**src/hw/cr_pkg.sv**
```systemverilog
// Shared widths, address map, reset values and types of the control-register block
// Every register is one 32-bit word; an address not listed here is unmapped
// Reset values of the offset registers match the default memory layout of the core
`default_nettype none

package cr_pkg;

    // ==============================
    // Widths and counts
    // ==============================
    localparam int CR_DATA_W   = 32;
    localparam int CR_ADDR_W   = 16;
    localparam int NUM_THREADS = 4;
    localparam int THREAD_ID_W = 2;
    localparam int CORE_ID_W   = 8;

    // ==============================
    // Address map
    // ==============================
    localparam logic [CR_ADDR_W-1:0] CR_WHO_AM_I                  = 16'hC400;
    localparam logic [CR_ADDR_W-1:0] CR_THREAD_ID                 = 16'hC404;
    localparam logic [CR_ADDR_W-1:0] CR_CORE_ID                   = 16'hC408;
    localparam logic [CR_ADDR_W-1:0] CR_STACK_BASE_OFFSET         = 16'hC40C; // Current thread
    localparam logic [CR_ADDR_W-1:0] CR_TLS_BASE_OFFSET           = 16'hC410; // Current thread
    localparam logic [CR_ADDR_W-1:0] CR_SHARED_BASE_OFFSET        = 16'hC414;
    localparam logic [CR_ADDR_W-1:0] CR_THREAD0_PC_RST            = 16'hC420;
    localparam logic [CR_ADDR_W-1:0] CR_THREAD1_PC_RST            = 16'hC424;
    localparam logic [CR_ADDR_W-1:0] CR_THREAD2_PC_RST            = 16'hC428;
    localparam logic [CR_ADDR_W-1:0] CR_THREAD3_PC_RST            = 16'hC42C;
    localparam logic [CR_ADDR_W-1:0] CR_THREAD0_PC_EN             = 16'hC430;
    localparam logic [CR_ADDR_W-1:0] CR_THREAD1_PC_EN             = 16'hC434;
    localparam logic [CR_ADDR_W-1:0] CR_THREAD2_PC_EN             = 16'hC438;
    localparam logic [CR_ADDR_W-1:0] CR_THREAD3_PC_EN             = 16'hC43C;
    localparam logic [CR_ADDR_W-1:0] CR_THREAD0_STACK_BASE_OFFSET = 16'hC440;
    localparam logic [CR_ADDR_W-1:0] CR_THREAD1_STACK_BASE_OFFSET = 16'hC444;
    localparam logic [CR_ADDR_W-1:0] CR_THREAD2_STACK_BASE_OFFSET = 16'hC448;
    localparam logic [CR_ADDR_W-1:0] CR_THREAD3_STACK_BASE_OFFSET = 16'hC44C;
    localparam logic [CR_ADDR_W-1:0] CR_THREAD0_TLS_BASE_OFFSET   = 16'hC450;
    localparam logic [CR_ADDR_W-1:0] CR_THREAD1_TLS_BASE_OFFSET   = 16'hC454;
    localparam logic [CR_ADDR_W-1:0] CR_THREAD2_TLS_BASE_OFFSET   = 16'hC458;
    localparam logic [CR_ADDR_W-1:0] CR_THREAD3_TLS_BASE_OFFSET   = 16'hC45C;
    localparam logic [CR_ADDR_W-1:0] CR_THREAD0_PC                = 16'hC460; // Read only
    localparam logic [CR_ADDR_W-1:0] CR_THREAD1_PC                = 16'hC464;
    localparam logic [CR_ADDR_W-1:0] CR_THREAD2_PC                = 16'hC468;
    localparam logic [CR_ADDR_W-1:0] CR_THREAD3_PC                = 16'hC46C;
    localparam logic [CR_ADDR_W-1:0] CR_SCRATCHPAD0               = 16'hC470;
    localparam logic [CR_ADDR_W-1:0] CR_SCRATCHPAD1               = 16'hC474;
    localparam logic [CR_ADDR_W-1:0] CR_SCRATCHPAD2               = 16'hC478;
    localparam logic [CR_ADDR_W-1:0] CR_SCRATCHPAD3               = 16'hC47C;

    // ==============================
    // Types
    // ==============================
    typedef struct packed {
        logic [CR_ADDR_W-1:0] addr;
        logic [CR_DATA_W-1:0] wr_data;
        logic                 rd_en;
        logic                 wr_en;
    } cr_req_t;

    typedef struct packed {
        logic [NUM_THREADS-1:0] rst_pc; // Hold thread PC in reset
        logic [NUM_THREADS-1:0] en_pc;  // Let thread PC advance
    } thread_ctrl_t;

    typedef struct packed {
        logic [NUM_THREADS-1:0] rst_pc;
        logic [NUM_THREADS-1:0] en_pc;
        logic [NUM_THREADS-1:0] stk_ofst;
        logic [NUM_THREADS-1:0] tls_ofst;
        logic                   shrd_ofst;
        logic [NUM_THREADS-1:0] scratch_pad;
    } cr_wr_en_t;

    typedef struct packed {
        thread_ctrl_t                          ctrl;
        logic [NUM_THREADS-1:0][CR_DATA_W-1:0] stk_ofst;
        logic [NUM_THREADS-1:0][CR_DATA_W-1:0] tls_ofst;
        logic [CR_DATA_W-1:0]                  shrd_ofst;
        logic [NUM_THREADS-1:0][CR_DATA_W-1:0] scratch_pad;
    } cr_rw_t;

    typedef struct packed {
        logic [THREAD_ID_W-1:0]                thread_id;
        logic [CORE_ID_W-1:0]                  core_id;
        logic [CR_DATA_W-1:0]                  stk_ofst;
        logic [CR_DATA_W-1:0]                  tls_ofst;
        logic [NUM_THREADS-1:0][CR_DATA_W-1:0] pc;
    } cr_hw_t;

    // ==============================
    // Reset values
    // ==============================
    localparam logic [NUM_THREADS-1:0][CR_DATA_W-1:0] STK_OFST_RST =
        {32'h0040_0800, 32'h0040_0600, 32'h0040_0400, 32'h0040_0200};
    localparam logic [NUM_THREADS-1:0][CR_DATA_W-1:0] TLS_OFST_RST =
        {32'h0040_0800, 32'h0040_0600, 32'h0040_0400, 32'h0040_0200};
    localparam logic [CR_DATA_W-1:0] SHRD_OFST_RST = 32'h0040_0F00;
    localparam thread_ctrl_t THREAD_CTRL_RST = '{rst_pc: '0, en_pc: '1}; // All threads run

endpackage

`default_nettype wire
```
**src/hw/cr_mem.sv**
```systemverilog
// Control-register block of a four-thread core, with a core port and a ring port
// Both ports may read and write in the same cycle; the ring wins on a write clash
// Read data is registered and appears one cycle after rd_en
`timescale 1ns/1ps
`default_nettype none

module cr_mem (
    input  wire logic                            qclk,
    input  wire logic                            reset,
    input  wire logic [cr_pkg::CORE_ID_W-1:0]    core_id_strap,
    input  wire cr_pkg::cr_req_t                 core_req,
    input  wire cr_pkg::cr_req_t                 ring_req,
    input  wire logic [cr_pkg::NUM_THREADS-1:0]  thread_onehot, // Thread in execute
    input  wire logic [cr_pkg::CR_DATA_W-1:0]    pc,
    output cr_pkg::thread_ctrl_t                 thread_ctrl,
    output logic [cr_pkg::CR_DATA_W-1:0]         core_rd_data,
    output logic [cr_pkg::CR_DATA_W-1:0]         ring_rd_data
);

    cr_pkg::cr_wr_en_t wr_en;
    cr_pkg::cr_rw_t    wr_data; // Per-register candidate values
    cr_pkg::cr_rw_t    rw;
    cr_pkg::cr_hw_t    hw;

    cr_write_decode u_wr_dec (
        .core_req (core_req),
        .ring_req (ring_req),
        .wr_en    (wr_en),
        .wr_data  (wr_data)
    );

    cr_rw_regs u_rw_regs (
        .qclk        (qclk),
        .reset       (reset),
        .wr_en       (wr_en),
        .wr_data     (wr_data),
        .rw          (rw),
        .thread_ctrl (thread_ctrl)
    );

    cr_thread_sampler u_sampler (
        .qclk          (qclk),
        .reset         (reset),
        .thread_onehot (thread_onehot),
        .pc            (pc),
        .core_id_strap (core_id_strap),
        .rw            (rw),
        .hw            (hw)
    );

    cr_read_port u_core_rd (
        .qclk    (qclk),
        .reset   (reset),
        .req     (core_req),
        .rw      (rw),
        .hw      (hw),
        .rd_data (core_rd_data)
    );

    cr_read_port u_ring_rd (
        .qclk    (qclk),
        .reset   (reset),
        .req     (ring_req),
        .rw      (rw),
        .hw      (hw),
        .rd_data (ring_rd_data)
    );

endmodule

`default_nettype wire

```
**src/hw/cr_read_port.sv**
```systemverilog
// Registered read port, one per access port
// Data of the addressed register appears one cycle after rd_en, zero-extended;
// no rd_en or an unmapped address returns zero
`timescale 1ns/1ps
`default_nettype none

module cr_read_port (
    input  wire logic                     qclk,
    input  wire logic                     reset,
    input  wire cr_pkg::cr_req_t          req,
    input  wire cr_pkg::cr_rw_t           rw,
    input  wire cr_pkg::cr_hw_t           hw,
    output logic [cr_pkg::CR_DATA_W-1:0]  rd_data
);

    logic [cr_pkg::CR_DATA_W-1:0] rd_next;

    // ==============================
    // Address mux
    // ==============================
    always_comb begin
        rd_next = '0;
        if (req.rd_en) begin
            case (req.addr)
                cr_pkg::CR_WHO_AM_I : begin
                    rd_next[cr_pkg::CORE_ID_W+cr_pkg::THREAD_ID_W-1:0] =
                        {hw.core_id, hw.thread_id}; // Core id above thread id
                end
                cr_pkg::CR_THREAD_ID                 : rd_next[1:0] = hw.thread_id;
                cr_pkg::CR_CORE_ID                   : rd_next[7:0] = hw.core_id;
                cr_pkg::CR_STACK_BASE_OFFSET         : rd_next = hw.stk_ofst;
                cr_pkg::CR_TLS_BASE_OFFSET           : rd_next = hw.tls_ofst;
                cr_pkg::CR_SHARED_BASE_OFFSET        : rd_next = rw.shrd_ofst;
                cr_pkg::CR_THREAD0_PC_RST            : rd_next[0] = rw.ctrl.rst_pc[0];
                cr_pkg::CR_THREAD1_PC_RST            : rd_next[0] = rw.ctrl.rst_pc[1];
                cr_pkg::CR_THREAD2_PC_RST            : rd_next[0] = rw.ctrl.rst_pc[2];
                cr_pkg::CR_THREAD3_PC_RST            : rd_next[0] = rw.ctrl.rst_pc[3];
                cr_pkg::CR_THREAD0_PC_EN             : rd_next[0] = rw.ctrl.en_pc[0];
                cr_pkg::CR_THREAD1_PC_EN             : rd_next[0] = rw.ctrl.en_pc[1];
                cr_pkg::CR_THREAD2_PC_EN             : rd_next[0] = rw.ctrl.en_pc[2];
                cr_pkg::CR_THREAD3_PC_EN             : rd_next[0] = rw.ctrl.en_pc[3];
                cr_pkg::CR_THREAD0_STACK_BASE_OFFSET : rd_next = rw.stk_ofst[0];
                cr_pkg::CR_THREAD1_STACK_BASE_OFFSET : rd_next = rw.stk_ofst[1];
                cr_pkg::CR_THREAD2_STACK_BASE_OFFSET : rd_next = rw.stk_ofst[2];
                cr_pkg::CR_THREAD3_STACK_BASE_OFFSET : rd_next = rw.stk_ofst[3];
                cr_pkg::CR_THREAD0_TLS_BASE_OFFSET   : rd_next = rw.tls_ofst[0];
                cr_pkg::CR_THREAD1_TLS_BASE_OFFSET   : rd_next = rw.tls_ofst[1];
                cr_pkg::CR_THREAD2_TLS_BASE_OFFSET   : rd_next = rw.tls_ofst[2];
                cr_pkg::CR_THREAD3_TLS_BASE_OFFSET   : rd_next = rw.tls_ofst[3];
                cr_pkg::CR_THREAD0_PC                : rd_next = hw.pc[0];
                cr_pkg::CR_THREAD1_PC                : rd_next = hw.pc[1];
                cr_pkg::CR_THREAD2_PC                : rd_next = hw.pc[2];
                cr_pkg::CR_THREAD3_PC                : rd_next = hw.pc[3];
                cr_pkg::CR_SCRATCHPAD0               : rd_next = rw.scratch_pad[0];
                cr_pkg::CR_SCRATCHPAD1               : rd_next = rw.scratch_pad[1];
                cr_pkg::CR_SCRATCHPAD2               : rd_next = rw.scratch_pad[2];
                cr_pkg::CR_SCRATCHPAD3               : rd_next = rw.scratch_pad[3];
                default                              : rd_next = '0;
            endcase
        end
    end

    always_ff @(posedge qclk) begin
        if (reset) begin
            rd_data <= '0;
        end else begin
            rd_data <= rd_next; // Pre-write register state
        end
    end

    a_no_rd_wr : assert property (@(posedge qclk) disable iff (reset) !(req.rd_en && req.wr_en))
        else $error("read and write on one port at %h", req.addr);

endmodule

`default_nettype wire

```
**src/hw/cr_thread_sampler.sv**
```systemverilog
// Hardware-sampled registers tied to the thread rotation
// The sampled thread is the one after the execute-stage thread; a non-one-hot input
// selects thread 3. PC capture registers are not reset and hold garbage until written
`timescale 1ns/1ps
`default_nettype none

module cr_thread_sampler (
    input  wire logic                             qclk,
    input  wire logic                             reset,
    input  wire logic [cr_pkg::NUM_THREADS-1:0]   thread_onehot,
    input  wire logic [cr_pkg::CR_DATA_W-1:0]     pc,
    input  wire logic [cr_pkg::CORE_ID_W-1:0]     core_id_strap,
    input  wire cr_pkg::cr_rw_t                   rw,
    output cr_pkg::cr_hw_t                        hw
);

    logic [cr_pkg::NUM_THREADS-1:0] thread_next;
    logic [cr_pkg::THREAD_ID_W-1:0] thread_idx;

    // Rotate up by one, thread 3 wraps to thread 0
    assign thread_next = {thread_onehot[cr_pkg::NUM_THREADS-2:0],
                          thread_onehot[cr_pkg::NUM_THREADS-1]};

    always_comb begin
        case (thread_next)
            4'b0001 : thread_idx = 2'd0;
            4'b0010 : thread_idx = 2'd1;
            4'b0100 : thread_idx = 2'd2;
            default : thread_idx = 2'd3;
        endcase
    end

    always_ff @(posedge qclk) begin
        if (reset) begin
            hw.thread_id <= '0;
        end else begin
            hw.thread_id <= thread_idx;
        end
        hw.core_id         <= core_id_strap;           // Static strap
        hw.stk_ofst        <= rw.stk_ofst[thread_idx];
        hw.tls_ofst        <= rw.tls_ofst[thread_idx];
        hw.pc[thread_idx]  <= pc;                      // Each pc updates once per rotation
    end

    a_onehot : assert property (@(posedge qclk) disable iff (reset) $onehot(thread_onehot))
        else $error("thread_onehot not one-hot: %b", thread_onehot);

endmodule

`default_nettype wire

```
**src/hw/cr_rw_regs.sv**
```systemverilog
// Writable control registers
// Each register loads its candidate value on the clock edge that ends its enable cycle
// Thread PC reset bits come up clear and PC enable bits set, so all threads run
`timescale 1ns/1ps
`default_nettype none

module cr_rw_regs (
    input  wire logic              qclk,
    input  wire logic              reset,
    input  wire cr_pkg::cr_wr_en_t wr_en,
    input  wire cr_pkg::cr_rw_t    wr_data,
    output cr_pkg::cr_rw_t         rw,
    output cr_pkg::thread_ctrl_t   thread_ctrl
);

    always_ff @(posedge qclk) begin
        if (reset) begin
            rw.ctrl        <= cr_pkg::THREAD_CTRL_RST;
            rw.stk_ofst    <= cr_pkg::STK_OFST_RST;
            rw.tls_ofst    <= cr_pkg::TLS_OFST_RST;
            rw.shrd_ofst   <= cr_pkg::SHRD_OFST_RST;
            rw.scratch_pad <= '0;
        end else begin
            for (int t = 0; t < cr_pkg::NUM_THREADS; t++) begin
                if (wr_en.rst_pc[t]) begin
                    rw.ctrl.rst_pc[t] <= wr_data.ctrl.rst_pc[t];
                end
                if (wr_en.en_pc[t]) begin
                    rw.ctrl.en_pc[t] <= wr_data.ctrl.en_pc[t];
                end
                if (wr_en.stk_ofst[t]) begin
                    rw.stk_ofst[t] <= wr_data.stk_ofst[t];
                end
                if (wr_en.tls_ofst[t]) begin
                    rw.tls_ofst[t] <= wr_data.tls_ofst[t];
                end
                if (wr_en.scratch_pad[t]) begin
                    rw.scratch_pad[t] <= wr_data.scratch_pad[t];
                end
            end
            if (wr_en.shrd_ofst) begin
                rw.shrd_ofst <= wr_data.shrd_ofst;
            end
        end
    end

    assign thread_ctrl = rw.ctrl; // Straight to the core

endmodule

`default_nettype wire

```
**src/hw/cr_write_decode.sv**
```systemverilog
// Write decode for the core and ring ports
// A clash on one register resolves to the ring data; writes to read-only
// or unmapped addresses produce no enable
`timescale 1ns/1ps
`default_nettype none

module cr_write_decode (
    input  wire cr_pkg::cr_req_t core_req,
    input  wire cr_pkg::cr_req_t ring_req,
    output cr_pkg::cr_wr_en_t    wr_en,
    output cr_pkg::cr_rw_t       wr_data
);

    cr_pkg::cr_wr_en_t core_en;
    cr_pkg::cr_wr_en_t ring_en;

    function automatic cr_pkg::cr_wr_en_t decode(input cr_pkg::cr_req_t req);
        cr_pkg::cr_wr_en_t en;
        en = '0;
        if (req.wr_en) begin
            case (req.addr)
                cr_pkg::CR_THREAD0_PC_RST            : en.rst_pc[0]      = 1'b1;
                cr_pkg::CR_THREAD1_PC_RST            : en.rst_pc[1]      = 1'b1;
                cr_pkg::CR_THREAD2_PC_RST            : en.rst_pc[2]      = 1'b1;
                cr_pkg::CR_THREAD3_PC_RST            : en.rst_pc[3]      = 1'b1;
                cr_pkg::CR_THREAD0_PC_EN             : en.en_pc[0]       = 1'b1;
                cr_pkg::CR_THREAD1_PC_EN             : en.en_pc[1]       = 1'b1;
                cr_pkg::CR_THREAD2_PC_EN             : en.en_pc[2]       = 1'b1;
                cr_pkg::CR_THREAD3_PC_EN             : en.en_pc[3]       = 1'b1;
                cr_pkg::CR_THREAD0_STACK_BASE_OFFSET : en.stk_ofst[0]    = 1'b1;
                cr_pkg::CR_THREAD1_STACK_BASE_OFFSET : en.stk_ofst[1]    = 1'b1;
                cr_pkg::CR_THREAD2_STACK_BASE_OFFSET : en.stk_ofst[2]    = 1'b1;
                cr_pkg::CR_THREAD3_STACK_BASE_OFFSET : en.stk_ofst[3]    = 1'b1;
                cr_pkg::CR_THREAD0_TLS_BASE_OFFSET   : en.tls_ofst[0]    = 1'b1;
                cr_pkg::CR_THREAD1_TLS_BASE_OFFSET   : en.tls_ofst[1]    = 1'b1;
                cr_pkg::CR_THREAD2_TLS_BASE_OFFSET   : en.tls_ofst[2]    = 1'b1;
                cr_pkg::CR_THREAD3_TLS_BASE_OFFSET   : en.tls_ofst[3]    = 1'b1;
                cr_pkg::CR_SHARED_BASE_OFFSET        : en.shrd_ofst      = 1'b1;
                cr_pkg::CR_SCRATCHPAD0               : en.scratch_pad[0] = 1'b1;
                cr_pkg::CR_SCRATCHPAD1               : en.scratch_pad[1] = 1'b1;
                cr_pkg::CR_SCRATCHPAD2               : en.scratch_pad[2] = 1'b1;
                cr_pkg::CR_SCRATCHPAD3               : en.scratch_pad[3] = 1'b1;
                default                              : ; // Read-only or unmapped
            endcase
        end
        return en;
    endfunction

    // Hardware-sampled registers that are mapped but not writable
    function automatic logic is_ro(input logic [cr_pkg::CR_ADDR_W-1:0] addr);
        return addr inside {cr_pkg::CR_WHO_AM_I, cr_pkg::CR_THREAD_ID, cr_pkg::CR_CORE_ID,
                            cr_pkg::CR_STACK_BASE_OFFSET, cr_pkg::CR_TLS_BASE_OFFSET,
                            cr_pkg::CR_THREAD0_PC, cr_pkg::CR_THREAD1_PC,
                            cr_pkg::CR_THREAD2_PC, cr_pkg::CR_THREAD3_PC};
    endfunction

    assign core_en = decode(core_req);
    assign ring_en = decode(ring_req);
    assign wr_en   = core_en | ring_en;

    // Ring data wherever the ring enabled that register
    always_comb begin
        for (int t = 0; t < cr_pkg::NUM_THREADS; t++) begin
            wr_data.ctrl.rst_pc[t] = ring_en.rst_pc[t] ? ring_req.wr_data[0] : core_req.wr_data[0];
            wr_data.ctrl.en_pc[t]  = ring_en.en_pc[t]  ? ring_req.wr_data[0] : core_req.wr_data[0];
            wr_data.stk_ofst[t]    = ring_en.stk_ofst[t] ? ring_req.wr_data : core_req.wr_data;
            wr_data.tls_ofst[t]    = ring_en.tls_ofst[t] ? ring_req.wr_data : core_req.wr_data;
            wr_data.scratch_pad[t] = ring_en.scratch_pad[t] ? ring_req.wr_data : core_req.wr_data;
        end
        wr_data.shrd_ofst = ring_en.shrd_ofst ? ring_req.wr_data : core_req.wr_data;
    end

    // A write strobe must hit some mapped register even if read-only
    always_comb begin
        if (core_req.wr_en) begin
            assert ((|decode(core_req)) || is_ro(core_req.addr))
                else $error("core write to unmapped address %h", core_req.addr);
        end
        if (ring_req.wr_en) begin
            assert ((|decode(ring_req)) || is_ro(ring_req.addr))
                else $error("ring write to unmapped address %h", ring_req.addr);
        end
    end

endmodule

`default_nettype wire

```
**config.mk**
```make
export PLATFORM = sky130hd
export DESIGN_NAME = cr_mem
export DESIGN_NICKNAME = d
export VERILOG_FILES = /design/src/hw/cr_pkg.sv /design/src/hw/cr_mem.sv /design/src/hw/cr_read_port.sv /design/src/hw/cr_thread_sampler.sv /design/src/hw/cr_rw_regs.sv /design/src/hw/cr_write_decode.sv
export SDC_FILE = /design/constraint.sdc
export NUM_CORES = 2
export LEC_CHECK = 0
export ABC_AREA = 1
export ABC_CLOCK_PERIOD_IN_PS = 4800
export BUFFER_PORTS_ARGS = -buffer_cell sky130_fd_sc_hd__buf_2
export CAP_MARGIN = 10
export CORE_MARGIN = 1.5
export CORE_UTILIZATION = 30
export DETAILED_ROUTE_END_ITERATION = 7
export HOLD_SLACK_MARGIN = 0.05
export PLACE_DENSITY = 0.42
export SETUP_SLACK_MARGIN = 0.15
export SLEW_MARGIN = 40
export SYNTH_ARGS = -nofsm -noshare
export SYNTH_HDL_FRONTEND = slang
export SYNTH_SLANG_ARGS = --single-unit
export TNS_END_PERCENT = 1
```
**constraint.sdc**
```tcl
create_clock -name qclk -period 4.8 [get_ports qclk]
set_clock_uncertainty 0.05 [all_clocks]
set_input_delay 0.24 -clock qclk [delete_from_list [all_inputs] [get_ports qclk]]
set_output_delay 0.24 -clock qclk [all_outputs]
set_load 0.1 [all_outputs]
```
==> impl_metrics.yaml <==
cells_and_area:
  synthToLayoutAreaGrowth_pct: 19.1
  drive_above_1_share_pct: 10.6
  fill_cells: 14600
  postLayoutCoreUtil_pct: 36.1
  fin_nets: 6826
yosys:
  synth_top_family_by_area: "simple AND/OR/NAND/NOR gates"
  yosysWarnings: 0
  synth_cell_types: 35
  yosysTopAreaCellShare_pct: 27.7
  syn_inst: 6475
  synthAdderAreaFrac_pct: 0
  synthMuxAreaShare_pct: 0.0246
  synth_seq_cells: 690
  yosys-top-cells-area: "dfxtp_1 28%, nand2_1 19%, nand3_1 13%"
  syn_nets: 6621
  yosysTopAreaCell: "dfxtp_1"
  avgSynthCellArea_um2: 6.27
  synth_compound_area_share_pct: 11.0
  synth_area_mm2: 0.0406
  synth-simple-area-share_pct: 40.6
  ys_seq_area_share_pct: 37.2
  synthXorXnorAreaFrac_pct: 0
placed_design:
  dp_hpwl_um: 192000
  gp_congestion: 1.02
  place.port_buffers: 217
timing:
  period_share_pct: 71.5
  clock.fmax_ghz: 0.291
  rsz0062_at_grt: "false"
  slew_viol_final: 0
  whs_ns: 0.104
  finalHoldViolCount: 0
  setup_viol: 0
  period_needed_ns: 3.43
  worstMarginPinSlew_ns: 1.04
  slew_headroom_pct: 30.7
  fin_tns_setup_ns: 0
floorplanning:
  rows: 134
  ios: 218
  die_w_um: 371
  initial_core_util_pct: 30.3
  core_region_area_mm2: 0.134
  die_area_mm2: 0.138
  die_h_um: 371
routing:
  detail-route-antenna-nets: 0
  vias: 51100
  wl_per_cell_um: 35.5
  drc: 0
  via_per_inst: 5.98
  routed_wl_um: 303000
  dr.pass1.iters: 8
  drtIter0Drc: 9069
global_route:
  grt_pass1_wl_um: 401000
  grt_pass1_vias: 45700
  grt_max_degree: 103
  antenna_found_initial: 47
  track_usage_pct: 42.8
  overflow: 0
critical_path:
  crit_fanout: 23
  worstPathRequired_ns: 5.41
  crit_arrival_ns: 4.04
  path_class: "input port to flop"
  start_kind: "input port"
  critical_path.startpoint: "core_req[47]"
  cp-end-kind: "flop"
  worstReg2RegStart: "u_sampler.hw[26]"
clocking:
  clkLatencyLatePin_ns: 0.74
  cts_buffer_depth: 3
  cts_root_buf: "clkbuf_16"
  tritoncts: "done"
  clkTransAtPathRegs_ns: 0.06
  postCtsHoldBufs: 139
  cts_made_buffers: 89
  cts_sinks: 690
  cts_max_level: 3
  post-cts-setup-buffer-count: 0
  cts-resized-gates: 0
status:
  status: "completed"
flow_run:
  cap_violations: 0
power_and_ir_drop:
  worst_ir_drop_vdd_mv: 0.245
  power.total_uw: 14000
  p_per_area_mw_per_mm2: 290
  p_leak_uw: 0.0218
min_path:
  min_from: "core_id_strap[1]"
  hp-class: "input port to flop"
worst max-delay path: stages:
cell,delay [ns]
buf_2,0.10
nor2_1,0.10
nand2_1,0.09
nor2_4,0.50
buf_4,0.44
nand2_1,0.55
nor2_4,0.55
buf_4,0.48
nand3_1,0.13
a31oi_1,0.21
dlygate4sd3_1,0.57
metal layers:
layer	global-route usage (%)	wire length, µm
met5	0.979	462
met4	28.4	23700
met3	13.7	40500
met2	61.0	122000
met1	54.7	116000
synthesized netlist by cell type, drive strengths merged:
library cell  number
o2111ai            2
dfxtp            562
nand2           2060
nand4             72
o21ai            438
nor3               6
o211ai            81
clkinv            11
a32oi             32
nor2             642
nand3b             1
o22ai             13
mux2i              1
edfxtp           128
nand3           1096
inv              653
nor3b              4
clkbuf           242
a31oi            125
buf              216
a21oi             90
per-stage QoR:
step	instance area (µm²)	cells	setup slack [ns]
floorplan	40600	6475	1.10
global placement	43800	8215	1.08
detailed placement	43900	8216	1.26
CTS	48300	8519	1.58
global route	48300	8523	1.35
finish	48400	8539	1.37
placed cells by master (no fill, tap or decap), types with 3 or more instances in the layout:
master / synthesis / final
nand4_1: 72 / 72
nor3_1: 6 / 5
clkinv_2: 1 / 20
buf_2: 163 / 216
inv_1: 618 / 610
o22ai_1: 13 / 13
a32oi_1: 32 / 32
dlygate4sd3_1: 0 / 139
o21ai_0: 413 / 413
nor3b_1: 4 / 3
buf_12: 0 / 16
nor2_1: 598 / 586
clkbuf_8: 0 / 16
o211ai_1: 81 / 81
nand3_1: 1095 / 1095
bufinv_16: 0 / 9
a21oi_1: 90 / 90
edfxtp_1: 128 / 128
o21ai_4: 4 / 4
o21ai_1: 19 / 19
diode_2: 0 / 18
nand2_1: 2029 / 2025
clkbuf_1: 242 / 15
inv_2: 34 / 33
clkinv_1: 10 / 17
clkbuf_16: 0 / 89
nor2_2: 18 / 10
buf_4: 18 / 197
clkinv_8: 0 / 4
dfxtp_1: 562 / 562
nor2_4: 26 / 46
nand2_4: 7 / 9
nand2_2: 24 / 26
a31oi_1: 125 / 125
inv_4: 1 / 9
sequential cells by signal (all words and copies together) (netlist names):
register / count
u_rw_regs.rw: 424
u_sampler.hw: 202
u_core_rd.rd_data: 32
u_ring_rd.rd_data: 32
cell families after synthesis:
logic type	after synthesis
AO/OA/AOI/OAI	781
buffers and inverters	1122
flip-flops	690
multiplexers	1
AND/OR/NAND/NOR	3881
final cells by class:
| class | instances | area [µm²] | share of cell area (%) |
|---|---|---|---|
| tap | 1768 | 2210 | 4.57 |
| timing repair buffer | 572 | 4350 | 8.99 |
| sequential | 690 | 15100 | 31.2 |
| clock buffer | 120 | 2500 | 5.17 |
| clock inverter | 44 | 504 | 1.04 |
| inverter | 664 | 2530 | 5.23 |
| antenna | 18 | 45.0 | 0.0931 |
| multi-input combinational | 4663 | 21100 | 43.7 |
path summary, 6_finish.rpt:
kind	endpoint	slack (ns)	cells after the start
setup / recovery	u_rw_regs.rw[125]	1.37	11
hold / removal	u_sampler.hw[193]	0.10	2
hold reg to reg	u_sampler.hw[150]	0.41	2
setup reg to reg	u_ring_rd.rd_data[26]	2.80	6
power by group:
part | switching [µW] | total, µW | leakage (µW) | internal, µW
clock | 3060 | 7210 | 0.00149 | 4140
combinational | 575 | 745 | 0.0146 | 170
sequential | 79.7 | 6080 | 0.00574 | 6000
Note: power is estimated with default switching activity, not from simulation.
